## src/common/dwnld_map_pkg.sv

```systemverilog
// download address map definitions
// loader byte address type, SDRAM bank index type and the
// marker used to switch off a region or a bank
// helper that tells whether a start address is in use

package dwnld_map_pkg;

    ////////////////////
    // loader side

    // the loader sends up to 32 MiB of ROM, one byte per address
    localparam int IOCTL_AW = 25;

    typedef logic [IOCTL_AW-1:0] ioctl_addr_t;

    ////////////////////
    // SDRAM banking

    // four banks, bank 0 always starts at part address zero
    localparam int BANK_W = 2;

    typedef logic [BANK_W-1:0] bank_t;

    ////////////////////
    // region markers

    // a start address of all ones means the region or bank does not exist
    localparam ioctl_addr_t ADDR_UNUSED = '1;

    // true when a start address was actually set by the core
    function automatic logic region_used(input ioctl_addr_t start);
        return start != ADDR_UNUSED;
    endfunction

endpackage

```

## src/common/sdram_prog_pkg.sv

```systemverilog
// SDRAM programming port definitions
// word address, write data and byte mask types
// byte mask encodings for low, high and both bytes

package sdram_prog_pkg;

    // 16-bit words, so 22 address bits cover 8 MiB per bank
    localparam int PROG_AW = 22;
    localparam int PROG_DW = 16;

    typedef logic [PROG_AW-1:0] prog_addr_t;
    typedef logic [PROG_DW-1:0] prog_data_t;

    // one mask bit per byte lane, active low
    typedef logic [1:0] prog_mask_t;

    ////////////////////
    // mask encodings

    // bit 0 guards the low byte, bit 1 the high byte
    localparam prog_mask_t MASK_LOW  = 2'b10;
    localparam prog_mask_t MASK_HIGH = 2'b01;
    // PROM bytes carry both lanes enabled
    localparam prog_mask_t MASK_BOTH = 2'b00;

endpackage

```

## src/dwnld/rom_region_decode.sv

```systemverilog
// first stage of the ROM download path
// drops the file header, splits bytes into PROM and SDRAM regions,
// picks the SDRAM bank and registers the decoded request

`timescale 1ns/1ps

module rom_region_decode #(
    parameter dwnld_map_pkg::ioctl_addr_t HEADER     = '0,
    parameter dwnld_map_pkg::ioctl_addr_t PROM_START = dwnld_map_pkg::ADDR_UNUSED,
    parameter dwnld_map_pkg::ioctl_addr_t BA1_START  = dwnld_map_pkg::ADDR_UNUSED,
    parameter dwnld_map_pkg::ioctl_addr_t BA2_START  = dwnld_map_pkg::ADDR_UNUSED,
    parameter dwnld_map_pkg::ioctl_addr_t BA3_START  = dwnld_map_pkg::ADDR_UNUSED
) (
    input  logic                       clk,
    input  logic                       rst_n,
    input  logic                       downloading,
    input  dwnld_map_pkg::ioctl_addr_t ioctl_addr,
    input  logic [7:0]                 ioctl_data,
    input  logic                       ioctl_wr,
    output logic                       dec_valid,
    output logic                       dec_prom,
    output dwnld_map_pkg::bank_t       dec_bank,
    output sdram_prog_pkg::prog_addr_t dec_word,
    output logic                       dec_high,
    output logic [7:0]                 dec_data
);
    import dwnld_map_pkg::*;
    import sdram_prog_pkg::*;

    // which parts of the map the core actually uses
    localparam logic PROM_EN = region_used(PROM_START);
    localparam logic BA1_EN  = region_used(BA1_START);
    localparam logic BA2_EN  = region_used(BA2_START);
    localparam logic BA3_EN  = region_used(BA3_START);
    // without any bank start everything lands in bank 0
    localparam logic BA_EN   = BA1_EN || BA2_EN || BA3_EN;

    ioctl_addr_t part_addr;
    ioctl_addr_t offset;
    ioctl_addr_t eff_addr;
    bank_t       bank;
    logic        in_header;
    logic        is_prom;
    logic        accept;

    ////////////////////
    // header and region

    // the part address counts from the first byte after the header
    always_comb begin
        in_header = (HEADER != '0) && (ioctl_addr < HEADER);
        part_addr = ioctl_addr - HEADER;
        is_prom   = PROM_EN && (part_addr >= PROM_START);
    end

    // a byte is taken only while the loader is busy and past the header
    assign accept = ioctl_wr && downloading && !in_header;

    ////////////////////
    // bank select

    // banks are laid out in ascending order, so the highest start that
    // is not above the part address wins
    always_comb begin
        bank   = '0;
        offset = '0;
        if (BA_EN) begin
            if (BA3_EN && part_addr >= BA3_START) begin
                bank   = 2'd3;
                offset = BA3_START;
            end else if (BA2_EN && part_addr >= BA2_START) begin
                bank   = 2'd2;
                offset = BA2_START;
            end else if (BA1_EN && part_addr >= BA1_START) begin
                bank   = 2'd1;
                offset = BA1_START;
            end
        end
        // each bank is addressed from its own zero
        eff_addr = part_addr - offset;
    end

    ////////////////////
    // stage register

    always_ff @(posedge clk or negedge rst_n) begin
        if (!rst_n) begin
            dec_valid <= 1'b0;
            dec_prom  <= 1'b0;
            dec_bank  <= '0;
            dec_word  <= '0;
            dec_high  <= 1'b0;
            dec_data  <= '0;
        end else begin
            // one pulse per accepted byte
            dec_valid <= accept;
            if (accept) begin
                dec_prom <= is_prom;
                dec_bank <= bank;
                // PROM keeps the byte address, SDRAM gets a word address
                if (is_prom) begin
                    dec_word <= part_addr[PROG_AW-1:0];
                end else begin
                    dec_word <= eff_addr[PROG_AW:1];
                end
                // odd addresses go to the upper byte lane
                dec_high <= eff_addr[0];
                dec_data <= ioctl_data;
            end
        end
    end

endmodule

```

## src/dwnld/prog_write_port.sv

```systemverilog
// second stage of the ROM download path
// builds the SDRAM write request and keeps it up until the
// controller acknowledges, and strobes PROM writes for one cycle

`timescale 1ns/1ps

module prog_write_port (
    input  logic                       clk,
    input  logic                       rst_n,
    input  logic                       downloading,
    input  logic                       dec_valid,
    input  logic                       dec_prom,
    input  dwnld_map_pkg::bank_t       dec_bank,
    input  sdram_prog_pkg::prog_addr_t dec_word,
    input  logic                       dec_high,
    input  logic [7:0]                 dec_data,
    input  logic                       sdram_ack,
    output sdram_prog_pkg::prog_addr_t prog_addr,
    output sdram_prog_pkg::prog_data_t prog_data,
    output sdram_prog_pkg::prog_mask_t prog_mask,
    output dwnld_map_pkg::bank_t       prog_ba,
    output logic                       prog_we,
    output logic                       prom_we
);
    import sdram_prog_pkg::*;

    logic sdram_req;
    logic prom_req;

    // split the decoded byte by destination
    assign sdram_req = dec_valid && !dec_prom;
    assign prom_req  = dec_valid && dec_prom;

    ////////////////////
    // request payload

    // address, data and mask are shared by both destinations
    always_ff @(posedge clk or negedge rst_n) begin
        if (!rst_n) begin
            prog_addr <= '0;
            prog_data <= '0;
            prog_mask <= '0;
            prog_ba   <= '0;
        end else if (dec_valid) begin
            prog_addr <= dec_word;
            // the byte sits on both halves and the mask picks the lane
            prog_data <= {2{dec_data}};
            if (dec_prom) begin
                prog_mask <= MASK_BOTH;
            end else begin
                prog_mask <= dec_high ? MASK_HIGH : MASK_LOW;
                // the bank only moves with SDRAM requests
                prog_ba   <= dec_bank;
            end
        end
    end

    ////////////////////
    // write strobes

    // prog_we is a level that the SDRAM controller clears with its ack,
    // a new byte overrides a request still pending
    always_ff @(posedge clk or negedge rst_n) begin
        if (!rst_n) begin
            prog_we <= 1'b0;
        end else if (sdram_req) begin
            prog_we <= 1'b1;
        end else if (prom_req) begin
            prog_we <= 1'b0;
        end else if (sdram_ack || !downloading) begin
            // the end of the download also drops a pending request
            prog_we <= 1'b0;
        end
    end

    // PROM memories latch on a single cycle pulse
    always_ff @(posedge clk or negedge rst_n) begin
        if (!rst_n) begin
            prom_we <= 1'b0;
        end else begin
            prom_we <= prom_req;
        end
    end

endmodule

```

## src/rtl/rom_dwnld_top.sv

```systemverilog
// top level of the ROM download path
// owns the download map parameters and chains the decode stage
// into the SDRAM and PROM write port

`timescale 1ns/1ps

module rom_dwnld_top #(
    // leading bytes of the file that hold no ROM data
    parameter dwnld_map_pkg::ioctl_addr_t HEADER     = '0,
    // first PROM byte, counted after the header
    parameter dwnld_map_pkg::ioctl_addr_t PROM_START = dwnld_map_pkg::ADDR_UNUSED,
    // first byte of SDRAM banks 1 to 3
    parameter dwnld_map_pkg::ioctl_addr_t BA1_START  = dwnld_map_pkg::ADDR_UNUSED,
    parameter dwnld_map_pkg::ioctl_addr_t BA2_START  = dwnld_map_pkg::ADDR_UNUSED,
    parameter dwnld_map_pkg::ioctl_addr_t BA3_START  = dwnld_map_pkg::ADDR_UNUSED
) (
    input  logic                       clk,
    input  logic                       rst_n,
    // loader byte stream
    input  logic                       downloading,
    input  dwnld_map_pkg::ioctl_addr_t ioctl_addr,
    input  logic [7:0]                 ioctl_data,
    input  logic                       ioctl_wr,
    // SDRAM programming port
    input  logic                       sdram_ack,
    output sdram_prog_pkg::prog_addr_t prog_addr,
    output sdram_prog_pkg::prog_data_t prog_data,
    output sdram_prog_pkg::prog_mask_t prog_mask,
    output dwnld_map_pkg::bank_t       prog_ba,
    output logic                       prog_we,
    // PROM write strobe
    output logic                       prom_we
);
    import dwnld_map_pkg::*;
    import sdram_prog_pkg::*;

    // decoded byte between the two stages
    logic       dec_valid;
    logic       dec_prom;
    bank_t      dec_bank;
    prog_addr_t dec_word;
    logic       dec_high;
    logic [7:0] dec_data;

    ////////////////////
    // stage 1

    rom_region_decode #(
        .HEADER     (HEADER),
        .PROM_START (PROM_START),
        .BA1_START  (BA1_START),
        .BA2_START  (BA2_START),
        .BA3_START  (BA3_START)
    ) u_decode (
        .clk         (clk),
        .rst_n       (rst_n),
        .downloading (downloading),
        .ioctl_addr  (ioctl_addr),
        .ioctl_data  (ioctl_data),
        .ioctl_wr    (ioctl_wr),
        .dec_valid   (dec_valid),
        .dec_prom    (dec_prom),
        .dec_bank    (dec_bank),
        .dec_word    (dec_word),
        .dec_high    (dec_high),
        .dec_data    (dec_data)
    );

    ////////////////////
    // stage 2

    prog_write_port u_write_port (
        .clk         (clk),
        .rst_n       (rst_n),
        .downloading (downloading),
        .dec_valid   (dec_valid),
        .dec_prom    (dec_prom),
        .dec_bank    (dec_bank),
        .dec_word    (dec_word),
        .dec_high    (dec_high),
        .dec_data    (dec_data),
        .sdram_ack   (sdram_ack),
        .prog_addr   (prog_addr),
        .prog_data   (prog_data),
        .prog_mask   (prog_mask),
        .prog_ba     (prog_ba),
        .prog_we     (prog_we),
        .prom_we     (prom_we)
    );

endmodule

```

## config.mk

```make
export PLATFORM = sky130hd
export DESIGN_NAME = rom_dwnld_top
export DESIGN_NICKNAME = d
export VERILOG_FILES = /design/src/common/dwnld_map_pkg.sv /design/src/common/sdram_prog_pkg.sv /design/src/dwnld/rom_region_decode.sv /design/src/dwnld/prog_write_port.sv /design/src/rtl/rom_dwnld_top.sv
export SDC_FILE = /design/constraint.sdc
export NUM_CORES = 1
export LEC_CHECK = 0
export BUFFER_PORTS_ARGS = -buffer_cell sky130_fd_sc_hd__buf_2
export CORE_ASPECT_RATIO = 0.5
export CORE_UTILIZATION = 54
export DETAILED_ROUTE_END_ITERATION = 8
export PLACE_DENSITY = 0.84
export SLEW_MARGIN = 20
export SYNTH_ARGS = -nofsm -noshare
export SYNTH_HDL_FRONTEND = slang
export SYNTH_SLANG_ARGS = --single-unit
```

## constraint.sdc

```tcl
create_clock -name clk -period 1.7 [get_ports clk]
set_clock_uncertainty 0.05 [all_clocks]
set_input_delay 0.255 -clock clk [delete_from_list [all_inputs] [get_ports clk]]
set_output_delay 0.255 -clock clk [all_outputs]
set_load 0.1 [all_outputs]
```

* Word level (Yosys, flattened, before mapping)
Index checks and enable logic that the tools add are counted.
W data, S select, Z words.
** Cells by class
- Muxes and demuxes :: 3
- Reductions and logical operators :: 4
** Operators with widths (number)
- $reduce_bool A3 Y1 :: 1
- $mux W1 :: 2
- $mux W2 :: 1
- $logic_and A1 B1 Y1 :: 1
- $logic_not A1 Y1 :: 1
- $logic_or A1 B1 Y1 :: 1
** Storage, ports and cells
- Flip-flop bits (word level) :: 73
- Output and inout port bits :: 44
- Word-level logic and storage cells :: 15

* Logic depth before layout (Yosys ltp)
- Word-level depth :: 4
- Mapped depth :: 3
- Depth with buffers taken out :: 2

* By module
Synthesis repeated with hierarchy kept, for this count alone.
** Second synthesis, totals
- Cells, all modules :: 161
- Area total of the unflattened synthesis :: 2885.3 um2
** Modules (own cells, without submodules)
- prog_write_port :: times used 1, cells each 89, area an instance 1556.5 um2, sequential area each 900.9 um2
- rom_region_decode :: times used 1, cells each 72, area an instance 1328.8 um2, sequential area each 800.8 um2

* Worst setup path after synthesis
Ideal clock, no wire load.
- Path type :: flip-flop to output port
- Start point :: register u_write_port.prog_data[10]
- End point :: output port prog_data[10]
- Arrival time :: 1337 ps
- Required time :: 1395 ps
- Setup slack :: 58 ps
- Cell stages (with the launch flop) :: 2
- Buffers on the path :: 1
- Path through :: dfrtp_1 -> buf_4
** RTL lines
- start: declaration :: RTL line prog_write_port.sv:19 : output sdram_prog_pkg::prog_data_t prog_data,
- start signal: assignment :: RTL line prog_write_port.sv:47 : prog_data <= {2{dec_data}};
- end: declaration :: RTL line rom_dwnld_top.sv:27 : output sdram_prog_pkg::prog_data_t prog_data,
No word-level cell between the ends.

* Final worst setup path
- Start point :: register u_write_port.prog_data[11]
- End point :: output port prog_data[11]
No word-level cell between the ends.

==> flow_summary.json <==
{
  "crit_fanout": 3,
  "power.leakage_uw": 0.001640,
  "p_per_area_mw_per_mm2": 1788,
  "overflow": 0,
  "antennaDiodeCount": 0,
  "synth_area_leader_cell": "dfrtp_1",
  "startpoint_type": "register",
  "required_ns": 1.39,
  "cts_buffer_depth": 2,
  "drt_iter0_drc": 41,
  "grt_max_degree": 33,
  "crit_arrival_ns": 1.15,
  "die_area_mm2": 0.005168,
  "met1_usage": 0.2278,
  "critPathKind": "register to output port",
  "met2_usage": 0.3470,
  "first_pass_iters": 4,
  "die_y_um": 51.34,
  "yosysWarnings": 0,
  "vdd_drop_max_mv": 1.131,
  "min_path_type": "primary input to register",
  "core_mm2": 0.004531,
  "yosysMostFrequentCell": "dfrtp_1",
  "hold_viol_final": 0,
  "drt-total-wl_um": 4593,
  "path_clk_slew_ns": 0.07,
  "cp-end-kind": "output port",
  "tritoncts": "built",
  "cap_violations": 0,
  "whs_ns": 0.09739,
  "cts_sinks": 65,
  "grt_usage": 0.2010,
  "cp_slowest_stage_delay_ns": 0.44,
  "grt.busiest_layer": "met2",
  "numCtsBuffers": 9,
  "crit_chain": "buf_2",
  "antenna_found_initial": 0,
  "cts_root_buffer": "clkbuf_8",
  "grt_pass1_vias": 1507,
  "path_delay_family": "buffers and inverters",
  "drc_errors": 0,
  "ys_ff_latch": 65,
  "outcome": "completed",
  "timing.fmax_mhz": 687.7,
  "synth_area_mm2": 0.002629,
  "drive_gt1_frac": 0.6838,
  "routedWlPerCell_um": 15.31,
  "fp.dieW_um": 100.7,
  "finalSetupViolations": 0,
  "via_count": 1448,
  "yosysSeqAreaShare": 0.6188,
  "ant_nets": 0,
  "place_congestion": 0.6986,
  "rsz0062_at_grt": "no",
  "clkLatencyLatePin_ns": 0.33,
  "synthTopCellsByArea": "dfrtp_1 (62%), mux2_4 (17%), mux2_2 (14%)",
  "setup_ws_ns": 0.2459,
  "synthArstFlopShare": 1.000,
  "period_minus_slack_ns": 1.454,
  "synth_commonest_cells": "dfrtp_1 (65), mux2_2 (33), mux2_4 (29), buf_4 (11), buf_6 (6)",
  "grt_first_pass_wirelength_um": 7355,
  "yosys.area.top_type_share": 0.6188,
  "maxSlewViolCount": 0,
  "numPortBuffers": 76,
  "synth_cell_type_count": 11,
  "cp_num_buf_inv": 1,
  "cts_hold_buffers": 1,
  "hpwl_um": 3197,
  "synth-edff-count": 0,
  "ys.flop_type": "dfrtp_1",
  "syn-instance-count": 152,
  "period_share": 0.8554,
  "dp_slack_ns": 0.4290,
  "critPathSlowestCell": "buf_2",
  "nNetsFinal": 267,
  "syn_to_final_growth_pct": 22.56,
  "htree_levels": 3,
  "finalSetupTns_ns": 0,
  "postCtsSetupRepairBufs": 0,
  "initial_core_util": 0.5802,
  "vias_per_cell": 4.827,
  "pin_count": 82,
  "rows": 17,
  "cts_resized": 0,
  "grtUsageMet3": 0.09439,
  "syn-mean-instance-area_um2": 17.29
}
-- worst paths after layout --
check	startpoint	endpoint	slack, ns	cells past startpoint
setup / recovery	u_write_port.prog_data[11]$_DFFE_PN0P_	prog_data[11]	0.25	1
hold / removal	ioctl_data[3]	u_decode.dec_data[3]$_DFFE_PN0P_	0.1	2
setup reg to reg	u_decode.dec_valid$_DFF_PN0_	u_write_port.prog_addr[10]$_DFFE_PN0P_	0.52	2
hold reg to reg	u_decode.dec_high$_DFFE_PN0P_	u_write_port.prog_mask[1]$_DFFE_PN0P_	0.45	1
max in group asynchronous	rst_n	u_decode.dec_word[6]$_DFFE_PN0P_	0.76	3
min in group asynchronous	rst_n	u_decode.dec_data[2]$_DFFE_PN0P_	0.36	2
-- flip-flops by register name (all words and copies together), names as in the netlist --
name,cells
u_decode.dec_valid,1
u_decode.dec_high,1
u_write_port.prog_we,1
u_write_port.prog_addr,22
u_decode.dec_data,8
u_write_port.prog_mask,2
u_write_port.prog_data,8
u_decode.dec_word,22
-- area by class of cell --
type	instances	area, um^2
flip-flops and latches	65	1627
repair buffers	82	465.4
multi-input cells	68	843.3
inverters	3	11.26
fillers	317	1309
clock buffers	14	182.7
well taps	66	82.58
clock inverters	2	10.01
-- placed cells by master, fill, tap and decap left out, drive strengths merged --
cell / instances
dfrtp: 65
buf: 81
dlygate4sd3: 1
nand2: 1
clkbuf: 14
inv: 3
clkinv: 2
conb: 3
a31o: 1
mux2: 62
mux2i: 1
-- power breakdown --
group	internal, uW	switching (uW)
registers	1850	165
logic	494	2040
clock network	684	534
-- per-stage QoR --
stage	instance area [um^2]	instances	total power [uW]	utilization
floorplan	2636	154	4225	-
CTS	3222	300	5806	0.7111
finish	3222	300	5760	0.7111
detailed placement	3019	283	4577	0.6664
global route	3222	300	5962	0.7111
global placement	3019	283	4516	0.6664
-- cell families after synthesis --
kind of cell / Yosys count / synth area share
flip-flops: 65 / 0.6188
multiplexers: 63 / 0.3108
buffers and inverters: 21 / 0.06330
AO/OA/AOI/OAI: 1 / 0.003332
AND/OR/NAND/NOR: 1 / 0.002381
other: 1 / 0.001427
-- routing by layer --
layer / part of all wire / wire, um
met2: 0.53 / 2428
met5: 0 / 0
met3: 0.048 / 219
met1: 0.42 / 1926
met4: 0.0041 / 19
Note: power is estimated with default switching activity, not from simulation.
